==> src/rvCorePkg.sv <==
package rvCorePkg;

    // widths with a meaning of their own
    typedef logic [31:0] word_t;
    typedef logic [4:0]  regIdx_t;
    typedef logic [7:0]  imemAddr_t;
    typedef logic [7:0]  dmemAddr_t;
    typedef logic [2:0]  aluOp_t;

    // memory depths in words
    localparam int IMEM_WORDS = 256;
    localparam int DMEM_WORDS = 256;

    // alu operation codes
    localparam aluOp_t ALU_ADD   = 3'd0;
    localparam aluOp_t ALU_SUB   = 3'd1;
    localparam aluOp_t ALU_AND   = 3'd2;
    localparam aluOp_t ALU_OR    = 3'd3;
    localparam aluOp_t ALU_XOR   = 3'd4;
    localparam aluOp_t ALU_SLT   = 3'd5;
    // passes operand b through, used by lui
    localparam aluOp_t ALU_PASSB = 3'd6;

    // major opcodes, instr[6:0]
    localparam logic [6:0] OPC_OP     = 7'b0110011;
    localparam logic [6:0] OPC_OPIMM  = 7'b0010011;
    localparam logic [6:0] OPC_LUI    = 7'b0110111;
    localparam logic [6:0] OPC_LOAD   = 7'b0000011;
    localparam logic [6:0] OPC_STORE  = 7'b0100011;
    localparam logic [6:0] OPC_BRANCH = 7'b1100011;

    // control bundle from the decoder
    typedef struct packed {
        regIdx_t rs1;
        regIdx_t rs2;
        regIdx_t rd;
        word_t   imm;
        aluOp_t  aluOp;
        logic    useImm;
        logic    regWrite;
        logic    memRead;
        logic    memWrite;
        logic    isBranch;
        logic    branchNe;
    } decodedInstr_t;

    // one retired instruction as seen in writeback
    typedef struct packed {
        word_t   pc;
        regIdx_t rd;
        word_t   wdata;
        logic    writes;
    } retireInfo_t;

    // one data memory write
    typedef struct packed {
        dmemAddr_t addr;
        word_t     data;
    } storeInfo_t;

endpackage

==> src/rvDecoder.sv <==
module rvDecoder (
    input  rvCorePkg::word_t         instr,
    output rvCorePkg::decodedInstr_t dec
);
    import rvCorePkg::*;

    logic [6:0] opcode;
    logic [2:0] funct3;
    logic [6:0] funct7;

    assign opcode = instr[6:0];
    assign funct3 = instr[14:12];
    assign funct7 = instr[31:25];

    always_comb begin
        // start from a no-op, fields always taken from fixed positions
        dec       = '0;
        dec.rs1   = instr[19:15];
        dec.rs2   = instr[24:20];
        dec.rd    = instr[11:7];
        dec.aluOp = ALU_ADD;
        case (opcode)
            OPC_OP: begin
                dec.regWrite = 1'b1;
                case ({funct7, funct3})
                    {7'b0000000, 3'b000}: dec.aluOp = ALU_ADD;
                    {7'b0100000, 3'b000}: dec.aluOp = ALU_SUB;
                    {7'b0000000, 3'b111}: dec.aluOp = ALU_AND;
                    {7'b0000000, 3'b110}: dec.aluOp = ALU_OR;
                    {7'b0000000, 3'b100}: dec.aluOp = ALU_XOR;
                    {7'b0000000, 3'b010}: dec.aluOp = ALU_SLT;
                    // anything else stays a no-op
                    default: dec.regWrite = 1'b0;
                endcase
            end
            OPC_OPIMM: begin
                // only addi is supported
                dec.imm      = {{20{instr[31]}}, instr[31:20]};
                dec.useImm   = 1'b1;
                dec.regWrite = (funct3 == 3'b000);
            end
            OPC_LUI: begin
                dec.imm      = {instr[31:12], 12'b0};
                dec.useImm   = 1'b1;
                dec.aluOp    = ALU_PASSB;
                dec.regWrite = 1'b1;
            end
            OPC_LOAD: begin
                // lw only, address is rs1 + I imm
                dec.imm      = {{20{instr[31]}}, instr[31:20]};
                dec.useImm   = 1'b1;
                dec.regWrite = (funct3 == 3'b010);
                dec.memRead  = (funct3 == 3'b010);
            end
            OPC_STORE: begin
                // sw only, S imm splits across two fields
                dec.imm      = {{20{instr[31]}}, instr[31:25], instr[11:7]};
                dec.useImm   = 1'b1;
                dec.memWrite = (funct3 == 3'b010);
            end
            OPC_BRANCH: begin
                // B imm, bit 0 always zero
                dec.imm      = {{19{instr[31]}}, instr[31], instr[7], instr[30:25],
                                instr[11:8], 1'b0};
                dec.isBranch = (funct3 == 3'b000) || (funct3 == 3'b001);
                dec.branchNe = (funct3 == 3'b001);
            end
            default: ;
        endcase
    end

endmodule

==> src/rvRegFile.sv <==
module rvRegFile (
    input  logic               CLK,
    input  logic               rst,
    input  rvCorePkg::regIdx_t rs1,
    input  rvCorePkg::regIdx_t rs2,
    output rvCorePkg::word_t   rdata1,
    output rvCorePkg::word_t   rdata2,
    input  logic               we,
    input  rvCorePkg::regIdx_t wa,
    input  rvCorePkg::word_t   wd
);
    import rvCorePkg::*;

    word_t regs [32];

    // async read, x0 reads zero since it is never written
    assign rdata1 = regs[rs1];
    assign rdata2 = regs[rs2];

    always_ff @(posedge CLK) begin
        if (rst) begin
            // every entry clears, x0 included
            for (int i = 0; i < 32; i++) begin
                regs[i] <= '0;
            end
        end else if (we && (wa != '0)) begin
            regs[wa] <= wd;
        end
    end

endmodule

==> src/rvExecute.sv <==
module rvExecute (
    input  rvCorePkg::decodedInstr_t dec,
    input  rvCorePkg::word_t         pc,
    input  rvCorePkg::word_t         rdata1,
    input  rvCorePkg::word_t         rdata2,
    input  logic                     fwdValid,
    input  rvCorePkg::regIdx_t       fwdRd,
    input  rvCorePkg::word_t         fwdData,
    output rvCorePkg::word_t         aluResult,
    output rvCorePkg::word_t         storeData,
    output logic                     branchTaken,
    output rvCorePkg::word_t         branchTarget
);
    import rvCorePkg::*;

    word_t opA;
    word_t opB;
    word_t aluB;
    logic  fwdA;
    logic  fwdB;

    // writeback result wins over the regfile read, x0 never forwarded
    assign fwdA = fwdValid && (fwdRd != '0) && (fwdRd == dec.rs1);
    assign fwdB = fwdValid && (fwdRd != '0) && (fwdRd == dec.rs2);

    assign opA = fwdA ? fwdData : rdata1;
    assign opB = fwdB ? fwdData : rdata2;

    // second alu input
    assign aluB = dec.useImm ? dec.imm : opB;

    always_comb begin
        case (dec.aluOp)
            ALU_ADD:   aluResult = opA + aluB;
            ALU_SUB:   aluResult = opA - aluB;
            ALU_AND:   aluResult = opA & aluB;
            ALU_OR:    aluResult = opA | aluB;
            ALU_XOR:   aluResult = opA ^ aluB;
            ALU_SLT:   aluResult = {31'b0, $signed(opA) < $signed(aluB)};
            ALU_PASSB: aluResult = aluB;
            default:   aluResult = opA + aluB;
        endcase
    end

    // sw data is rs2 after forwarding
    assign storeData = opB;

    // beq / bne compare the forwarded operands directly
    assign branchTaken  = dec.isBranch && ((opA == opB) ^ dec.branchNe);
    assign branchTarget = pc + dec.imm;

endmodule

==> src/rvCore.sv <==
module rvCore (
    input  logic                   CLK,
    input  logic                   rst,
    output rvCorePkg::imemAddr_t   imemAddr,
    input  rvCorePkg::word_t       instr,
    output logic                   dmemRead,
    output logic                   dmemWrite,
    output rvCorePkg::dmemAddr_t   dmemAddr,
    output rvCorePkg::word_t       dmemWdata,
    input  rvCorePkg::word_t       rdata,
    output logic                   retireValid,
    output rvCorePkg::retireInfo_t retire
);
    import rvCorePkg::*;

    // fetch
    word_t pc;

    // execute stage, instr itself comes straight from the imem read register
    logic          exValid;
    word_t         exPc;
    decodedInstr_t dec;
    word_t         rdata1;
    word_t         rdata2;
    word_t         aluResult;
    word_t         storeData;
    logic          branchTaken;
    word_t         branchTarget;
    logic          takeBranch;
    storeInfo_t    exStore;

    // writeback stage
    logic    wbValid;
    word_t   wbPc;
    regIdx_t wbRd;
    logic    wbRegWrite;
    logic    wbMemRead;
    word_t   wbAluResult;
    word_t   wbData;
    logic    wbWrites;

    rvDecoder uDecoder (
        .instr (instr),
        .dec   (dec)
    );

    rvRegFile uRegFile (
        .CLK    (CLK),
        .rst    (rst),
        .rs1    (dec.rs1),
        .rs2    (dec.rs2),
        .rdata1 (rdata1),
        .rdata2 (rdata2),
        .we     (wbValid && wbRegWrite),
        .wa     (wbRd),
        .wd     (wbData)
    );

    rvExecute uExecute (
        .dec          (dec),
        .pc           (exPc),
        .rdata1       (rdata1),
        .rdata2       (rdata2),
        .fwdValid     (wbValid && wbRegWrite),
        .fwdRd        (wbRd),
        .fwdData      (wbData),
        .aluResult    (aluResult),
        .storeData    (storeData),
        .branchTaken  (branchTaken),
        .branchTarget (branchTarget)
    );

    // word index of the fetch address
    assign imemAddr = pc[9:2];

    // squashed slots must not redirect or touch memory
    assign takeBranch = exValid && branchTaken;
    assign dmemRead   = exValid && dec.memRead;
    assign dmemWrite  = exValid && dec.memWrite;

    assign exStore   = '{addr: aluResult[9:2], data: storeData};
    assign dmemAddr  = exStore.addr;
    assign dmemWdata = exStore.data;

    // load data arrives from the dmem in this same cycle
    assign wbData   = wbMemRead ? rdata : wbAluResult;
    assign wbWrites = wbRegWrite && (wbRd != '0);

    assign retireValid  = wbValid;
    assign retire.pc    = wbPc;
    assign retire.rd    = wbRd;
    // wdata reported as zero when nothing is written
    assign retire.wdata = wbWrites ? wbData : '0;
    assign retire.writes = wbWrites;

    always_ff @(posedge CLK) begin
        if (rst) begin
            pc         <= '0;
            exValid    <= 1'b0;
            wbValid    <= 1'b0;
            wbRegWrite <= 1'b0;
            wbMemRead  <= 1'b0;
        end else begin
            wbValid    <= exValid;
            wbRegWrite <= exValid && dec.regWrite;
            wbMemRead  <= exValid && dec.memRead;
            if (takeBranch) begin
                // redirect, and kill the fall-through instr now in flight
                pc      <= branchTarget;
                exValid <= 1'b0;
            end else begin
                pc      <= pc + 32'd4;
                exValid <= 1'b1;
            end
        end
    end

    // payload follows the instruction through the stages
    always_ff @(posedge CLK) begin
        exPc        <= pc;
        wbPc        <= exPc;
        wbRd        <= dec.rd;
        wbAluResult <= aluResult;
    end

endmodule

==> config.mk <==
export PLATFORM = sky130hd
export DESIGN_NAME = rvCore
export DESIGN_NICKNAME = d
export VERILOG_FILES = /design/src/rvCorePkg.sv /design/src/rvDecoder.sv /design/src/rvRegFile.sv /design/src/rvExecute.sv /design/src/rvCore.sv
export SDC_FILE = /design/constraint.sdc
export NUM_CORES = 2
export LEC_CHECK = 0
export ABC_AREA = 1
export BUFFER_PORTS_ARGS = -buffer_cell sky130_fd_sc_hd__buf_2
export CORE_MARGIN = 4
export CORE_UTILIZATION = 40
export CTS_CLUSTER_DIAMETER = 120
export CTS_CLUSTER_SIZE = 40
export DETAILED_ROUTE_END_ITERATION = 8
export GPL_ROUTABILITY_DRIVEN = 0
export PLACE_DENSITY = 0.67
export SYNTH_ARGS = -nofsm -noshare
export SYNTH_HDL_FRONTEND = slang
export SYNTH_HIERARCHICAL = 1
export SYNTH_SLANG_ARGS = --single-unit
==> constraint.sdc <==
create_clock -name CLK -period 3.7 [get_ports CLK]
set_input_delay 0.37 -clock CLK [delete_from_list [all_inputs] [get_ports CLK]]
set_output_delay 0.37 -clock CLK [all_outputs]
set_load 0.05 [all_outputs]
# Word-level counts from Yosys, hierarchy flattened
# Memory sizes are Yosys's and may differ from the RTL's.
# Index checks and enable logic that the tools add are counted.
# totals
regBits,137
ram_bits,1024
input_bits,66
elab_cells,84
memories,1
# op_classes
add_sub_neg,4
order_cmp,1
eq_ne,22
muxes,25
bitwise_logic,4
reduce_logical,18
# memory_table
name,depth,word_bits,rd,rd_ports_with_merged_regs,write_ports,line_no,text
uRegFile.regs,32,32,2,0,32,rvRegFile.sv:14,word_t regs [32];
# op_table
cell,count
2-to-1 mux 32 bit,7
case mux 32 bit (6 select lines),1
case mux 32 bit (4 select lines),1
adder 32 bit,2
adder 32 x 3 -> 32 bit (second input constant),1
bitwise AND 32 bit,1
== test 32 bit,1
less-than comparator 32 bit,1
OR 32 bit,1
OR reduction 32 bit,1
subtractor 32 bit,1
bitwise XOR 32 bit,1
== test 10 x 3 -> 1 bit (second input constant),3
== test 7 x 6 -> 1 bit (second input constant),3
case mux 3 bit (5 select lines),1
2-to-1 mux 1 bit,11
== test 10 x 2 -> 1 bit (second input constant),1
== test 10 x 9 -> 1 bit (second input constant),1
== test 5 bit,2
logical AND 1 bit,10
logical NOT 10 bit,1
== test 3 x 2 -> 1 bit (second input constant),3
== test 3 bit (second input constant),3
== test 7 x 2 -> 1 bit (second input constant),1
other kinds (14),15

# Longest topological paths before layout
# depth
depth_word,9
mapped_depth,35
depth_no_buf,31

# Hierarchy
# The synthesis kept the hierarchy.
# modules_own_cells
module,n_inst,cells_each,area_each_um2
rvRegFile,1,7191,56678.1
rvExecute,1,1912,9904.5
rvCore,1,646,5036.1
rvDecoder,1,142,720.7

# Worst setup path before layout
# OpenSTA, ideal clock, no wires.
# synth_path
path_kind,flip-flop to output port
startpoint,register wbRd[3]
endpoint,output port dmemAddr[6]
arrival_time_ns,4.494
slack_ns,-1.164
path_stages_with_launch,21
path_buffers,1
cell_sequence,dfxtp_1 -> inv_1 -> nand2_1 -> nand2_1 -> a21oi_1 -> nand3_4 -> buf_6 -> o21ai_1 -> nand2_1 -> o21a_1 -> inv_1 -> ha_1 -> nor2_1 -> inv_1 -> o21ai_0 -> nand2_1 -> nand2_1 -> nor2_1 -> nor3_1 -> nor4_1 -> a21oi_1
# synth_between
elab_chain_cells,7
elab_cells_between_ends,15
classes_between,2 x add/sub; 2 x eq/ne; 4 x mux; 3 x bitwise; 4 x reduce/logical
# synth_lines
element,line_no,text
"start, declared",rvCore.sv:35,regIdx_t wbRd;
"start signal, assigned",rvCore.sv:122,wbRd <= dec.rd;
nonzero test 5 bit,rvExecute.sv:24,assign fwdB = fwdValid && (fwdRd != '0) && (fwdRd == dec.rs2);
logical AND 1 bit,rvExecute.sv:24,
logical AND 1 bit (*),rvExecute.sv:24,
2-to-1 mux 32 bit (*),rvExecute.sv:27,assign opB = fwdB ? fwdData : rdata2;
via dmemWdata[5],rvCore.sv:9,"output rvCorePkg::word_t dmemWdata,"
2-to-1 mux 32 bit (*),rvExecute.sv:30,assign aluB = dec.useImm ? dec.imm : opB;
adder 32 bit / subtractor 32 bit (equally long branches),"rvExecute.sv:34, rvExecute.sv:41, rvExecute.sv:35",
case mux 32 bit (6 select lines) (*),rvExecute.sv:33,case (dec.aluOp)
"end, declared",rvCore.sv:8,"output rvCorePkg::dmemAddr_t dmemAddr,"
# Mark *: on every way through the listed nets, which the timed path passes. The rest lies on a longest branch.

==> key figures <==
Setup path
  • Count of cell instances traversed by the critical path: 22
  • Max incr delay on CP: 0.47 ns
  • Kind of critical path: flop to output port
  • Crit-path slowest cell: edfxtp_1
  • Worst Path Max Fanout: 3
  • Reg2Reg Depth: 25
  • Required @ worst endpoint: 3.33 ns
  • Worst EP arrival: 4.01 ns
  • Crit path buffers/inverters: 4
  • Worst-path cell chain: nand2_1 -> nand3_1 -> nand3_1 -> nand2_1 -> nand2_1 -> nand2_2 -> nand2_1 -> nand2_2 -> nand2_1 -> nand2_1 -> buf_4 -> fa_2 -> nand2_2 -> nand2_2 -> o21ai_2 -> buf_4 -> buf_4 -> a21oi_1 -> o21ai_0 -> nand2_1 -> a2111o_2 -> buf_6
  • Worst Setup Start Kind: flop
  • Worst path top cell family by delay: simple AND/OR/NAND/NOR gates
  • Crit-path most repeated cell: nand2_1
  • Worst setup EP type: output port

Clock tree
  • Clock Sink Count: 1,161
  • CTS H-tree lvls: 2
  • Clock transition at the registers of the reported paths: 0.16 ns
  • TritonCTS clock tree: built
  • Cell at the root of the clock tree: clkbuf_16
  • Maximum clock insertion buffer count: 3
  • Clock insertion delay at the later pin of the skew report: 0.72 ns
  • TritonCTS Buffers: 39

Die
  • Starting density of the core: 0.4037
  • Die width: 433.3 um
  • # rows: 155
  • # IOs: 187
  • Core area: 179,200 sq um
  • Total Die Area: 187,700 sq um
  • Chip Height: 433.3 um

Route
  • Detailed route wirelength on metal3: 46.65 mm
  • Highest routed layer: met5
  • Initial DRT Pass Iterations: 9
  • Overall via count from detail_route: 76,600
  • Residual DRC: 10
  • Detail Route Antenna Nets: 0
  • Sum of met2 wire segment lengths after detailed routing: 128.6 mm
  • Ratio of routed vias to standard cells: 5.946
  • Routed WL: 308.6 mm
  • Routed length per placed instance: 23.95 um
  • First DRT Iteration DRCs: 13,150
  • WL met1: 108.6 mm

Cells and area
  • Filler Cell Count: 17,060
  • Most frequent standard cell in the layout excluding fill and tap cells: nand2_1
  • Fraction of final layout cells sized beyond drive strength 1: 0.1749
  • Area used by sequential logic in the layout: 33,510 sq um
  • Top library cells by usage in the layout, fill and taps aside: nand2_1 (3,487), nand3_1 (1,684), nor2_1 (1,240)
  • Multi-input combinational cell area: 35,120 sq um
  • Net total in the final layout: 10,710
  • Non-filler cells, final: 12,880
  • Area Growth Syn to Fin: 19.17%

Global route
  • Largest net degree at the start of global routing: 95
  • Global-route wire length before repair: 443.7 mm
  • Number of global-route vias before repair: 71,740
  • Initial antenna violation count: 3
  • Remaining global-route overflow: 0
  • GR Util All Layers: 0.3110

Synthesis
  • Warning count from the yosys run: 6
  • Share of synthesized area occupied by flip-flops and latches: 0.4630
  • Syn Inst Count: 9,891
  • Commonest register cell after synthesis: edfxtp_1
  • Asr flop ratio synth: 0
  • Number of flops mapped to enable cells by yosys: 1,024
  • Register bit count reported by yosys: 1,161
  • Per-instance average area after synthesis: 7.314 sq um
  • Syn Std Cell Area: 72,340 sq um
  • Count of distinct cell types in the synthesized netlist: 62

Power and ir drop
  • Clock network fraction of design power: 0.196
  • Power per Cell Area: 386.4 nW/um^2
  • PnR Total Power: 0.03331 W
  • Internal Pwr Total: 0.02053 W
  • Net switching fraction of the power: 0.3837
  • Max IR drop VDD: 0.3264 mV
  • Sequential group share of total power: 0.453
  • Total leakage power: 38.92 nW
  • Fraction of power consumed by combinational cells: 0.352
  • Net switching component of the power: 0.01278 W

Status
  • Failing checks: design-rule violations, negative setup slack
  • Run status: complete, but fails checks

Job
  • Number of max-cap violations: 0

Timing
  • Normalized max-slew margin: 0.2473
  • Clock skew after layout: 0.05671 ns
  • Final Critical Period: 4.377 ns
  • Final number of max-transition violations: 0
  • Setup slack of the critical path after layout: -0.6768 ns
  • Fraction of the cycle the final worst path needs: 1.183
  • Final-report setup violation count: 9
  • Worst-margin pin slew: 1.128 ns
  • Unrepaired setup endpoints after global routing: yes
  • FMAX: 0.2285 GHz
  • Endpoints failing hold: 0

Place
  • Detailed Place HPWL: 207.1 mm
  • Number of buffers inserted by port buffering: 186
  • Post-placement setup slack: -0.9212 ns
  • Placed insts: 12,720

Min path
  • Type of the tightest min-delay check: input pin to flop
  • Number of cells on the worst hold path: 5
## flip-flops by register name (all words and copies together) (netlist names)
name and cells:
wbRd 5, wbRegWrite 1, exPc 32, exValid 1, uRegFile/regs 1024, retireValid 1, wbAluResult 32, pc 32
wbMemRead 1, wbPc 32
## synthesized netlist by cell type (9+ instances only)
master / number / area (sq um)
o21a_1: 9 / 67.56
buf_2: 368 / 1842
edfxtp_1: 1024 / 30750
nand2_1: 3683 / 13820
ha_1: 128 / 1602
o22ai_1: 10 / 62.56
a31oi_1: 12 / 75.07
a221oi_1: 13 / 113.9
xor2_1: 38 / 332.8
nor2_1: 1279 / 4801
buf_1: 27 / 101.4
buf_6: 53 / 596.8
nand4_1: 19 / 118.9
o2111ai_1: 11 / 96.34
o21ai_2: 14 / 122.6
nor3_1: 31 / 155.2
nor2_4: 12 / 135.1
nand3_1: 1705 / 8533
buf_4: 58 / 435.4
clkbuf_1: 240 / 900.9
dfxtp_1: 137 / 2743
o21ai_0: 204 / 1021
o21ai_1: 20 / 100.1
a21oi_1: 184 / 920.9
inv_1: 479 / 1798
xnor2_1: 20 / 175.2
## logic make-up after synthesis
kind of cell             count (synthesis)  share of synthesized area
other                                    1                 0.00005184
flip-flops                            1161                     0.4630
XOR/XNOR                                58                   0.007022
AO/OA/AOI/OAI                          522                    0.04082
buffers and inverters                 1242                    0.07970
AND/OR/NAND/NOR                       6776                     0.3865
adder cells (fa/ha/maj)                131                    0.02297
## what timing repair did
item | 4_1_cts | 5_1_grt
setup endpoints to repair | 48 | 63
pin swaps | 42 | 60
hold buffers | 5 | 0
endpoints found under the hold margin | 5 | 0
resized for setup | 204 | 344
setup buffers | 35 | 58
gates cloned | 3 | 16
## final cells by class
class / instances / area share
multi-input combinational: 7521 / 0.4074
timing repair buffer: 1289 / 0.1321
timing repair inverter: 2 / 0.0002612
inverter: 494 / 0.02254
clock buffer: 45 / 0.01208
clock inverter: 13 / 0.002642
antenna: 3 / 0.00008708
sequential: 1161 / 0.3888
tap: 2355 / 0.03418
## path summary, 6_finish.rpt
kind / startpoint / to / slack (ns)
max: uRegFile/regs[1][1] / dmemAddr[2] / -0.68
min: instr[14] / wbMemRead / 0.24
max reg2reg: uRegFile/regs[1][13] / wbAluResult[26] / -0.08
min reg2reg: pc[0] / exPc[0] / 0.37
## metrics by stage
step	TNS, ns	util	hold slack [ns]	area, sq um
CTS	-5.111	0.4696	0.1892	84150
global placement	-42.75	0.4569	0.3375	81870
finish	-4.208	0.4811	0.2354	86210
global route	-8.834	0.4811	0.2459	86200
floorplan	-0.1686	-	0.3314	72730
detailed placement	-44.05	0.4569	0.3501	81870
## power by group through the flow
stage          Sequential, W  Combinational [W]  Clock (W)
2_1_floorplan         0.0153            0.00537          0
3_3_place_gp          0.0153             0.0103          0
3_5_place_dp          0.0153             0.0103          0
4_1_cts               0.0151             0.0107    0.00652
5_1_grt               0.0151             0.0122    0.00692
6_report              0.0151             0.0117    0.00652
## routing by layer
layer | global-route usage | vias to the layer above
met5 | 0 | -
met4 | 0.1991 | 2
met3 | 0.08383 | 1373
met2 | 0.4630 | 6346
met1 | 0.3994 | 35560
li1 | - | 33310
## worst reg2reg max path: cells and delay by family, from the launching register on
kind | cells | cell delay (ns)
AOI/OAI and AO/OA | 7 | 1.13
DFF | 1 | 0.44
and+or+nand+nor | 13 | 1.27
adders and majority gates | 1 | 0.39
buffers and inverters | 4 | 0.40
Power figures use the tool's default switching activity.
